==> config.mk <==
export PLATFORM = sky130hd
export DESIGN_NAME = parallel_converter_1_to_n
export DESIGN_NICKNAME = d
export VERILOG_FILES = /design/src/hw/pcs_pkg.sv /design/src/hw/parallel_converter_1_to_n.sv
export SDC_FILE = /design/constraint.sdc
export NUM_CORES = 2
export LEC_CHECK = 0
export ABC_AREA = 1
export BUFFER_PORTS_ARGS = -buffer_cell sky130_fd_sc_hd__buf_2
export CORE_MARGIN = 3
export CORE_UTILIZATION = 35
export CTS_CLUSTER_SIZE = 14
export DETAILED_ROUTE_END_ITERATION = 10
export MAX_ROUTING_LAYER = met4
export PLACE_DENSITY_LB_ADDON = 0.1
export SLEW_MARGIN = 20
export SYNTH_ARGS = -nofsm -noshare
export SYNTH_HDL_FRONTEND = slang
export SYNTH_SLANG_ARGS = --single-unit
==> constraint.sdc <==
create_clock -name i_clock -period 8.4 [get_ports i_clock]
set_input_delay 0.42 -clock i_clock [delete_from_list [all_inputs] [get_ports i_clock]]
set_output_delay 0.42 -clock i_clock [all_outputs]
set_load 0.005 [all_outputs]
==> src/hw/pcs_pkg.sv <==
package pcs_pkg;

    // widths fixed by the 64b/66b line code
    localparam int NB_SYNC         = 2;
    localparam int NB_BLOCK_TYPE   = 8;
    localparam int NB_BLOCK        = 66;
    localparam int NB_TAGGED       = NB_BLOCK + 1;                 // error tag sits on top
    localparam int NB_DATA_PAYLOAD = NB_BLOCK - NB_SYNC;           // 64 bits after the header
    localparam int NB_CTRL_PAYLOAD = NB_DATA_PAYLOAD - NB_BLOCK_TYPE; // 56 bits after the type

    localparam logic [NB_SYNC-1:0] SYNC_DATA = 2'b01;              // all eight octets are data
    localparam logic [NB_SYNC-1:0] SYNC_CTRL = 2'b10;              // first octet is a block type

    // block type field values that a control block may legally carry
    localparam int N_BLOCK_TYPES = 15;
    localparam logic [NB_BLOCK_TYPE-1:0] LEGAL_BLOCK_TYPES [N_BLOCK_TYPES] = '{
        8'h1E, 8'h2D, 8'h33, 8'h4B, 8'h55,
        8'h66, 8'h78, 8'h87, 8'h99, 8'hAA,
        8'hB4, 8'hCC, 8'hD2, 8'hE1, 8'hFF
    };

    typedef struct packed
    {
        logic [NB_SYNC-1:0]         sync;
        logic [NB_DATA_PAYLOAD-1:0] payload;
    } data_block_t;

    typedef struct packed
    {
        logic [NB_SYNC-1:0]         sync;
        logic [NB_BLOCK_TYPE-1:0]   block_type;
        logic [NB_CTRL_PAYLOAD-1:0] payload;
    } ctrl_block_t;

    // the same 66 bits read either as a data block or as a control block
    typedef union packed
    {
        data_block_t data;
        ctrl_block_t ctrl;
    } coded_block_t;

    // true when the type field matches one entry of the legal list
    function automatic logic is_legal_block_type(input logic [NB_BLOCK_TYPE-1:0] block_type);
        logic legal;
        legal = 1'b0;
        for (int i = 0; i < N_BLOCK_TYPES; i++)
        begin
            if (block_type == LEGAL_BLOCK_TYPES[i])
            begin
                legal = 1'b1;
            end
        end
        return legal;
    endfunction

endpackage
==> src/hw/parallel_converter_1_to_n.sv <==
`timescale 1ns/10ps

module parallel_converter_1_to_n
#(
    parameter int N_LANES = 20
)
(
    input  logic                                     i_clock,
    input  logic                                     i_reset,
    input  logic                                     i_valid,
    input  logic [pcs_pkg::NB_TAGGED-1:0]            i_data,

    output logic                                     o_valid,
    output logic [pcs_pkg::NB_TAGGED*N_LANES-1:0]    o_data
);

    localparam int NB_BUS   = pcs_pkg::NB_TAGGED * N_LANES;
    localparam int NB_KEEP  = pcs_pkg::NB_TAGGED * (N_LANES - 1); // every slot but the last
    localparam int NB_INDEX = (N_LANES > 1) ? $clog2(N_LANES) : 1;

    localparam logic [NB_INDEX-1:0] LAST_LANE = NB_INDEX'(N_LANES - 1);

    logic [NB_INDEX-1:0]                             index;
    logic [NB_BUS-1:0]                               collect_data;
    logic [NB_BUS-1:0]                               shadow_data;
    logic                                            frame_valid;
    logic                                            count_done;

    // the N_LANES-th block of a frame is arriving in this cycle
    assign count_done = i_valid && (index == LAST_LANE);

    // lane index counts modulo N_LANES and wraps on the completing block
    always_ff @(posedge i_clock)
    begin
        if (i_reset || count_done)
        begin
            index <= '0;
        end
        else if (i_valid)
        begin
            index <= index + 1'b1;
        end
    end

    // first block lands in the most significant slot, later ones walk downwards
    always_ff @(posedge i_clock)
    begin
        if (i_valid)
        begin
            collect_data[NB_BUS-1-(pcs_pkg::NB_TAGGED*index) -: pcs_pkg::NB_TAGGED] <= i_data;
        end
    end

    // the last block goes straight into the shadow so the frame is out one edge later
    always_ff @(posedge i_clock)
    begin
        if (i_reset)
        begin
            shadow_data <= '0;
        end
        else if (count_done)
        begin
            shadow_data <= {collect_data[NB_BUS-1 -: NB_KEEP], i_data};
        end
    end

    // completion strobe, high for one cycle per frame
    always_ff @(posedge i_clock)
    begin
        if (i_reset)
        begin
            frame_valid <= 1'b0;
        end
        else
        begin
            frame_valid <= count_done;
        end
    end

    assign o_valid = frame_valid;
    assign o_data  = shadow_data;  // holds until the next frame completes

endmodule

==> metrics.csv <==
stage;metric;value;unit
worst_hold_path;hold wc startpoint;i_reset;
die;top-level port count;1411;
timing;final hold vios;0;
synthesis;Post-synth EDFFs;1273;
die;Core Region;309100;um2
worst_setup_path;critical path required time;9.03;ns
synthesis;Synth area leader;edfxtp_1;
synthesis;Commonest cells post-synth;nor2_1 (2,687), nand2_1 (1,754), a22o_1 (1,348);
synthesis;Synth Register Bits;2619;
clocking;clk_lat worst skew;0.95;ns
drt;routed len/inst;39.82;um
clocking;Reg clk slew, reported paths;0.06;ns
drt;DR vias/cell;5.938;
place;Inst Count DP;16650;
finish;fillers;30280;
finish;footprint of the multi-input gates;38770;um2
timing;Worst Tran Pin Value;1.286;ns
die;die span in x;563.7;um
finish;design area;133200;um2
timing;setup TNS;0;ns
place;gpl congestion;1.077;
run_status;status;finished, final reports clean;
finish;non-filler instance count after layout;17320;
timing;fin crit share;96.80;%
place;DP HPWL;525900;um
clocking;Root Driver;clkbuf_16;
timing;Setup Skew;0.09247;ns
clocking;clk buf depth;4;
timing;Final Hold Slack;0.05532;ns
die;Starting Density;35.22;%
drt;DRC Markers;0;
synthesis;Synth Net Count;11610;
clocking;Num CTS Buffers;293;
power_and_ir_drop;pwr/cell area;295.0;nW/um2
synthesis;top cells by area, synth;edfxtp_1 (35%), dfxtp_1 (25%), a22o_1 (11%), nor2_1 (9.3%), nand2_1 (6.0%);
finish;Nets;13000;
timing;final setup violating endpoints;0;
global_route;grt ovf;0;
global_route;number of global-route vias before repair;95210;
worst_setup_path;critical path type;reg2reg;
worst_setup_path;Arr. time, crit path;8.76;ns
timing;unrepaired setup endpoints after global routing;no;
synthesis;async set-reset flop share out of synthesis;0;%
global_route;first-pass GRT wire length;892600;um
global_route;initial antenna violation count;78;
power_and_ir_drop;worst vdd ir;0.0001862;V
worst_setup_path;FF-to-FF Start;index[1];
die;die height;563.7;um
die;die area;317800;um2
synthesis;Cell Area, Synth;108900;um2
synthesis;Mean Syn Cell Area;9.461;um2
global_route;largest net degree at the start of global routing;195;
clocking;clk sinks;2619;
clocking;number of H-tree levels;5;
finish;synth-to-layout area growth;22.37;%
place;input/output buffers;1410;
die;Cell Rows;204;
synthesis;most frequent cell after synthesis;nor2_1;
drt;via count;102900;
worst_setup_path;Crit Path Max Fanout;22;
timing;post-route minimum period;8.131;ns
job;# Max-Cap Violations;0;
global_route;Total GRT Usage;42.86;%
timing;Slew HR;13.36;%
synthesis;Synth top area share;35.11;%
timing;f_max;123.0;MHz
worst_setup_path;Crit. Startpoint;index[1];
timing;Final Slew Violations;0;
clocking;post-CTS setup repair buffer count;0;
synthesis;sequential fraction of the synthesis area;59.86;%
drt;Routed Antenna Nets;0;
synthesis;Netlist cell types;60;
clocking;CTS tree;yes;
synthesis;Most used DFF post-synth;dfxtp_1;
worst_setup_path;Startpoint Class;flop;
finish;share of cells above drive strength 1;20.10;%
worst_setup_path;Crit. End Element;flop;
drt;drt pass-1 iters;7;
power_and_ir_drop;Pleak;0.05301;uW
drt;Starting DRT DRC Count;14390;
synthesis;Warnings, synthesis;0;
place;Placed Instance Area;122800;um2
worst_hold_path;HP Class;in2reg;
synthesis;post-synthesis cell count;11510;
finish;Seq. cell area;65170;um2
drt;WL final;689900;um
==> cells by family after synthesis <==
family                     share of synthesized area [%]
xor gates and xnor gates                         0.02989
muxes                                             0.1379
buffers and inverters                              4.912
AOI/OAI and AO/OA                                  16.18
and+or+nand+nor                                    18.52
adders and majority gates                         0.3540
DFF                                                59.86
==> critical path: stages, from the launching register on <==
cell	delay [ns]
dfxtp_1	0.42
inv_1	0.15
ha_1	0.44
ha_1	0.32
inv_1	0.04
ha_1	0.25
fa_1	0.56
inv_1	0.13
nand3_1	0.11
nor2_1	0.20
nand3_1	0.21
inv_1	0.13
nand3_1	0.17
nor3_1	0.30
ha_1	0.40
nor2_1	0.14
nand2_1	0.09
nor3_1	0.18
nand2_1	0.11
nor2_2	0.52
nand2_4	0.42
nor2_4	0.26
nand2_1	0.16
nor2_1	0.61
nand2_1	0.51
o31ai_2	0.76
buf_4	0.26
==> cell type report <==
class / count / share of cell area [%]
sequential: 2619 / 48.92
multi-input combinational: 7522 / 29.10
timing repair buffer: 2060 / 9.628
clock buffer: 433 / 6.461
tap: 4120 / 3.869
inverter: 402 / 1.183
clock inverter: 105 / 0.7166
antenna: 62 / 0.1165
==> placed cells by master (no fill, tap or decap), types with 365 or more instances in the layout <==
master,count
nor2_1,2653
o21ai_0,449
buf_4,525
nand2_1,1746
nand3_1,398
dfxtp_1,1345
buf_2,1410
a22o_1,1348
inv_1,365
edfxtp_1,1273
==> flip-flops by register name, summed over array words and instances, names as in the netlist <==
signal	cells
collect_data	1273
o_data	1340
index	5
o_valid	1
==> per-layer routing <==
| metal | global-route usage (%) | vias up | wire, um |
|---|---|---|---|
| met5 | - | - | 0 |
| met4 | 28.11 | 0 | 54900 |
| met3 | 10.17 | 1360 | 67890 |
| met2 | 62.62 | 6960 | 298500 |
| met1 | 52.88 | 51890 | 268600 |
| li1 | - | 42660 | - |
==> stage by stage <==
step	setup slack (ns)	power [uW]	util, %
floorplan	2.424	18340	-
global placement	-0.01502	25940	39.69
detailed placement	-0.1301	25940	39.72
CTS	0.05135	38740	43.03
global route	0.006446	39750	43.09
finish	0.2686	39300	43.10
==> final timing paths <==
check / to / slack [ns] / depth (start not counted)
worst max-delay path: collect_data[499] / 0.27 / 26
worst min-delay path: index[1] / 0.06 / 4
worst max register to register: collect_data[499] / 0.27 / 26
worst min register to register: o_data[1089] / 0.41 / 1
==> report_power, final <==
group	switching, uW	internal (uW)
Combinational	10400	2300
Sequential	93.9	13600
Clock	5550	7380
==> repair_timing <==
item                                   CTS  global route
gates cloned                             0             0
gates resized for setup                  1            20
hold buffers                            68             0
setup endpoints to repair                9           313
endpoints found under the hold margin   69             0
pin swaps                                0             0
No activity file was read; power rests on OpenSTA's default activity.
