$ cat config.mk
export PLATFORM = sky130hd
export DESIGN_NAME = block_tagger
export DESIGN_NICKNAME = d
export VERILOG_FILES = /design/src/hw/pcs_pkg.sv /design/src/hw/block_tagger.sv
export SDC_FILE = /design/constraint.sdc
export NUM_CORES = 1
export LEC_CHECK = 0
export ABC_AREA = 1
export BUFFER_PORTS_ARGS = -buffer_cell sky130_fd_sc_hd__buf_2
export CAP_MARGIN = 30
export CORE_UTILIZATION = 30
export DETAILED_ROUTE_END_ITERATION = 10
export PLACE_DENSITY_LB_ADDON = 0.05
export SETUP_SLACK_MARGIN = 0.15
export SYNTH_ARGS = -nofsm -noshare
export SYNTH_HDL_FRONTEND = slang
export SYNTH_SLANG_ARGS = --single-unit
$ cat constraint.sdc
create_clock -name i_clock -period 0.8 [get_ports i_clock]
set_input_delay 0 -clock i_clock [delete_from_list [all_inputs] [get_ports i_clock]]
set_output_delay 0 -clock i_clock [all_outputs]
set_load 0.02 [all_outputs]
$ cat src/hw/pcs_pkg.sv
package pcs_pkg;

    // widths fixed by the 64b/66b line code
    localparam int NB_SYNC         = 2;
    localparam int NB_BLOCK_TYPE   = 8;
    localparam int NB_BLOCK        = 66;
    localparam int NB_TAGGED       = NB_BLOCK + 1;                 // error tag sits on top
    localparam int NB_DATA_PAYLOAD = NB_BLOCK - NB_SYNC;           // 64 bits after the header
    localparam int NB_CTRL_PAYLOAD = NB_DATA_PAYLOAD - NB_BLOCK_TYPE; // 56 bits after the type

    localparam logic [NB_SYNC-1:0] SYNC_DATA = 2'b01;              // all eight octets are data
    localparam logic [NB_SYNC-1:0] SYNC_CTRL = 2'b10;              // first octet is a block type

    // block type field values that a control block may legally carry
    localparam int N_BLOCK_TYPES = 15;
    localparam logic [NB_BLOCK_TYPE-1:0] LEGAL_BLOCK_TYPES [N_BLOCK_TYPES] = '{
        8'h1E, 8'h2D, 8'h33, 8'h4B, 8'h55,
        8'h66, 8'h78, 8'h87, 8'h99, 8'hAA,
        8'hB4, 8'hCC, 8'hD2, 8'hE1, 8'hFF
    };

    typedef struct packed
    {
        logic [NB_SYNC-1:0]         sync;
        logic [NB_DATA_PAYLOAD-1:0] payload;
    } data_block_t;

    typedef struct packed
    {
        logic [NB_SYNC-1:0]         sync;
        logic [NB_BLOCK_TYPE-1:0]   block_type;
        logic [NB_CTRL_PAYLOAD-1:0] payload;
    } ctrl_block_t;

    // the same 66 bits read either as a data block or as a control block
    typedef union packed
    {
        data_block_t data;
        ctrl_block_t ctrl;
    } coded_block_t;

    // true when the type field matches one entry of the legal list
    function automatic logic is_legal_block_type(input logic [NB_BLOCK_TYPE-1:0] block_type);
        logic legal;
        legal = 1'b0;
        for (int i = 0; i < N_BLOCK_TYPES; i++)
        begin
            if (block_type == LEGAL_BLOCK_TYPES[i])
            begin
                legal = 1'b1;
            end
        end
        return legal;
    endfunction

endpackage
$ cat src/hw/block_tagger.sv
`timescale 1ns/10ps

module block_tagger
(
    input  logic                             i_clock,
    input  logic                             i_reset,
    input  logic                             i_enable,
    input  logic                             i_valid,
    input  pcs_pkg::coded_block_t            i_data,

    output logic                             o_valid,
    output logic [pcs_pkg::NB_TAGGED-1:0]    o_data
);

    logic                                    accept;
    logic                                    sync_is_data;
    logic                                    sync_is_ctrl;
    logic                                    type_is_legal;
    logic                                    bad_header;
    logic                                    bad_type;
    logic                                    block_tag;

    logic                                    valid_reg;
    logic [pcs_pkg::NB_TAGGED-1:0]           tagged_reg;

    // a block only counts while the datapath is enabled
    assign accept = i_enable && i_valid;

    // the sync header is common to both views of the union
    assign sync_is_data = (i_data.data.sync == pcs_pkg::SYNC_DATA);
    assign sync_is_ctrl = (i_data.ctrl.sync == pcs_pkg::SYNC_CTRL);

    assign type_is_legal = pcs_pkg::is_legal_block_type(i_data.ctrl.block_type);

    assign bad_header = !sync_is_data && !sync_is_ctrl;  // 00 and 11 are never valid
    assign bad_type   = sync_is_ctrl && !type_is_legal;  // type only matters for control blocks
    assign block_tag  = bad_header || bad_type;

    always_ff @(posedge i_clock)
    begin
        if (i_reset)
        begin
            valid_reg  <= 1'b0;
            tagged_reg <= '0;
        end
        else
        begin
            valid_reg <= accept;
            if (accept)
            begin
                tagged_reg <= {block_tag, i_data};  // the block and its tag load only on accept
            end
        end
    end

    assign o_valid = valid_reg;
    assign o_data  = tagged_reg;

endmodule

==> run summary <==
The run finished with clean final reports. The tools report the kind of start point of the critical path as a flop. The post-layout minimum cycle time is 0.7948 ns.

The total of endpoints with negative setup slack in the final report is 0, and the fraction of final layout cells sized beyond drive strength 1 is 0.5178. Adding up every negative setup slack in the final design gives 0 ns. The worst hold path begins at i_data[64]. The critical path class is reg2out. The clock network latency to the later pin of the worst-skew pair was 0.33 ns; the mean instance size in the synthesized netlist was 7.160 sq um. For the boundary pin count, the log shows 138. Family with the most delay on the worst path: flip-flops. The max-slew headroom at the worst pin is 0.8143, and the total leakage power is 2.292 nW. The startpoint of the worst-slack reg-to-reg timing path was o_data[65]. The share of synthesized flip-flops with an asynchronous set or reset came out at 0. The cell sitting at the root of the clock tree is a sky130_fd_sc_hd__clkbuf_8. The run gives 0.3169 as the effective utilization at floorplan.

The die covers 9234 sq um. Counting instances, the worst hold path has a depth of 5. The setup check on the worst reg-to-reg path leaves a slack of 0.07 ns. The first-pass detailed-route iteration total is 4. After detailed routing, the average wire length per cell comes to 12.37 um. For the total global-route track usage, the log shows 0.1787. In this run the deepest clock path goes through 2 buffers. The number of cells on the worst reg-to-reg path is 3. The number of max-slew violations in the final report was 0; the total nets after synthesis was 441. The total number of vias is 3087, and the number of synthesized flops with an enable pin is 0. Sequential-to-total area share from yosys stat: 0.5125.

For the total congestion overflow after global routing, the log shows 0. The cell at the slowest stage of the critical path is sky130_fd_sc_hd__dfxtp_2. In the final design database the tool counted 657 nets.

IR analysis of the VDD net gives a maximum drop of 0.0008685 V. Of all nets on the critical path, the largest fanout is 2. The mapped netlist covers 2656 sq um. Setup repair after global routing could not meet its margin everywhere.

After legalization and detailed placement, the total HPWL measured 5.364 mm. The count of buffers added on input and output ports is 137. Dividing the detail-routed via count by the number of cells gives 4.435. The total non-filler cell area in the finished layout was 5186 sq um.

After detailed routing, the number of remaining DRC violations is 0. After synthesis, the netlist uses 17 different library cells. Walking the worst path, the cells encountered are buf_6. For this run, the top clock speed supported by timing is 1258 MHz. Clock-pin transition on the worst setup and hold timing paths: 0.08 ns. For the worst setup path, the data arrival time is 0.79 ns.

The logs give 90 for the initial DRC count and 8382 sq um for the total core area. At the worst endpoint, the required time is 0.80 ns. The deepest level of the CTS H-tree was 3; the count of warnings emitted by yosys was 0. The total power of the final layout was 8.499 mW. The capture instance of the worst register-to-register path is o_data[65].

The worst hold slack after final layout is 0.04170 ns, and the cell row count is 33. The run gives 0.6187 as the final core utilization. The count of endpoints failing hold in the final timing report was 0; the slack of the critical path was 0.005171 ns.

The placement-stage worst setup slack came out at -0.1995 ns. On the final layout, the worst clock skew is 0 ns. The wire length of the first global-routing pass was 12.54 mm; the number of maximum-capacitance constraint violations was 0.

Entering global routing, the biggest net connects 56 pins. Counting tap cells, the placed design contains a total of 608 instances. TritonCTS buffer count: 9. On the worst path, the slowest cell contributes a delay of 0.34 ns.

The congestion estimate from routability-driven global placement came to 0.8590. The number of antenna violations at the first check in global routing is 0, and the vertical die dimension is 96.10 um. The repair_antennas step left the layout with diodes totalling 0.

The post-route fraction of the period consumed by the critical path was 0.9935; the instance area at placement was 3737 sq um. The count of placed standard cells in the final layout, fillers left out is 696, and the remaining antenna violation count after routing is 0. TritonCTS built the clock tree.

The sum of buffers and inverters on the critical path came out at 1. The number of global-route vias before repair came out at 2737. The slew at the pin closest to its max-slew limit is 0.2786 ns.

For this block, the routed nets add up to 8.612 mm of wire. The path category of the worst min-delay check was in2reg. The power density over the cells came out at 1639 nW/um^2.

Compared with the post-synthesis result, the final layout area differs by 95.24%. The endpoint of the worst hold path was o_data[66]. Among all flip-flop cells after synthesis, the most frequent one is sky130_fd_sc_hd__dfxtp_1. Clock tree synthesis found a total of 68 sinks. For the gate count of the mapped netlist, the log shows 371. The kind of end point of the critical path is a primary output.

The horizontal die dimension came out at 96.10 um. In this run, synthesis produced a sequential element count of 68.
## per-layer routing
metal	wire length, um	GRT usage
met1	3951	0.2296
met2	3960	0.2819
met3	599	0.04976
met4	102	0.07090
met5	0	0
## synthesized netlist by cell type (2+ instances only)
master,number,share of area
sky130_fd_sc_hd__a211oi_1,9,0.025
sky130_fd_sc_hd__a21oi_1,57,0.11
sky130_fd_sc_hd__a21oi_2,2,0.0066
sky130_fd_sc_hd__buf_2,9,0.017
sky130_fd_sc_hd__clkbuf_1,10,0.014
sky130_fd_sc_hd__dfxtp_1,68,0.51
sky130_fd_sc_hd__inv_1,6,0.0085
sky130_fd_sc_hd__inv_2,8,0.011
sky130_fd_sc_hd__nand2_1,153,0.22
sky130_fd_sc_hd__nand2_2,4,0.0094
sky130_fd_sc_hd__nand3_1,3,0.0057
sky130_fd_sc_hd__nor2_1,37,0.052
## cell type report
cell class,count,area [sq um]
Fill cell,738,3196
Timing Repair Buffer,227,2028
Sequential cell,68,1446
Multi-Input combinational cell,267,1292
Tap cell,105,131.4
Clock buffer,9,123.9
Clock inverter,6,88.84
Inverter,14,75.07
## worst max-delay path by stage
stage | startpoint | to | slack [ns] | depth (start not counted)
4_1_cts | o_data[9] | o_data[9] | -0.03 | 1
3_3_place_gp | i_data[57] | o_data[66] | -0.18 | 12
2_1_floorplan | o_data[19] | o_data[19] | 0.12 | 2
6_report | o_data[15] | o_data[15] | 0.005 | 1
5_1_grt | o_data[9] | o_data[9] | -0.05 | 1
3_5_place_dp | i_data[56] | o_data[66] | -0.20 | 12
## sequential cells by signal (all words and copies together), names as in the netlist
name / count
o_data: 67
o_valid: 1
## kinds of logic (layout without fill, tap and decap cells)
logic type | after synthesis | in the layout | synth area share
AND/OR/NAND/NOR | 199 | 199 | 0.2883
flip-flops | 68 | 68 | 0.5125
buffers and inverters | 36 | 256 | 0.05982
AO/OA/AOI/OAI | 68 | 68 | 0.1394
## repair_timing
| action | CTS | global route |
|---|---|---|
| resized for setup | 138 | 36 |
| setup endpoints to repair | 68 | 94 |
| hold buffers | 59 | 1 |
| buffers inserted | 1 | 13 |
| pin swaps | 1 | 25 |
| hold endpoints to repair | 59 | 2 |
## power breakdown
| group | internal (mW) | switching [mW] |
|---|---|---|
| registers | 3.58 | 0.113 |
| clock network | 1.74 | 1.32 |
| logic | 0.919 | 0.822 |
## layout by cell type (no fill, tap or decap), types with 9 or more instances in the layout
cell type and n:
sky130_fd_sc_hd__nand2_1 141, sky130_fd_sc_hd__buf_6 69, sky130_fd_sc_hd__dfxtp_2 68, sky130_fd_sc_hd__buf_2 63, sky130_fd_sc_hd__dlygate4sd3_1 59, sky130_fd_sc_hd__a21oi_1 42, sky130_fd_sc_hd__nor2_1 31, sky130_fd_sc_hd__buf_4 28
sky130_fd_sc_hd__a21oi_2 17, sky130_fd_sc_hd__nand2_2 12, sky130_fd_sc_hd__clkbuf_8 9
(Power assumes the default switching activity.)
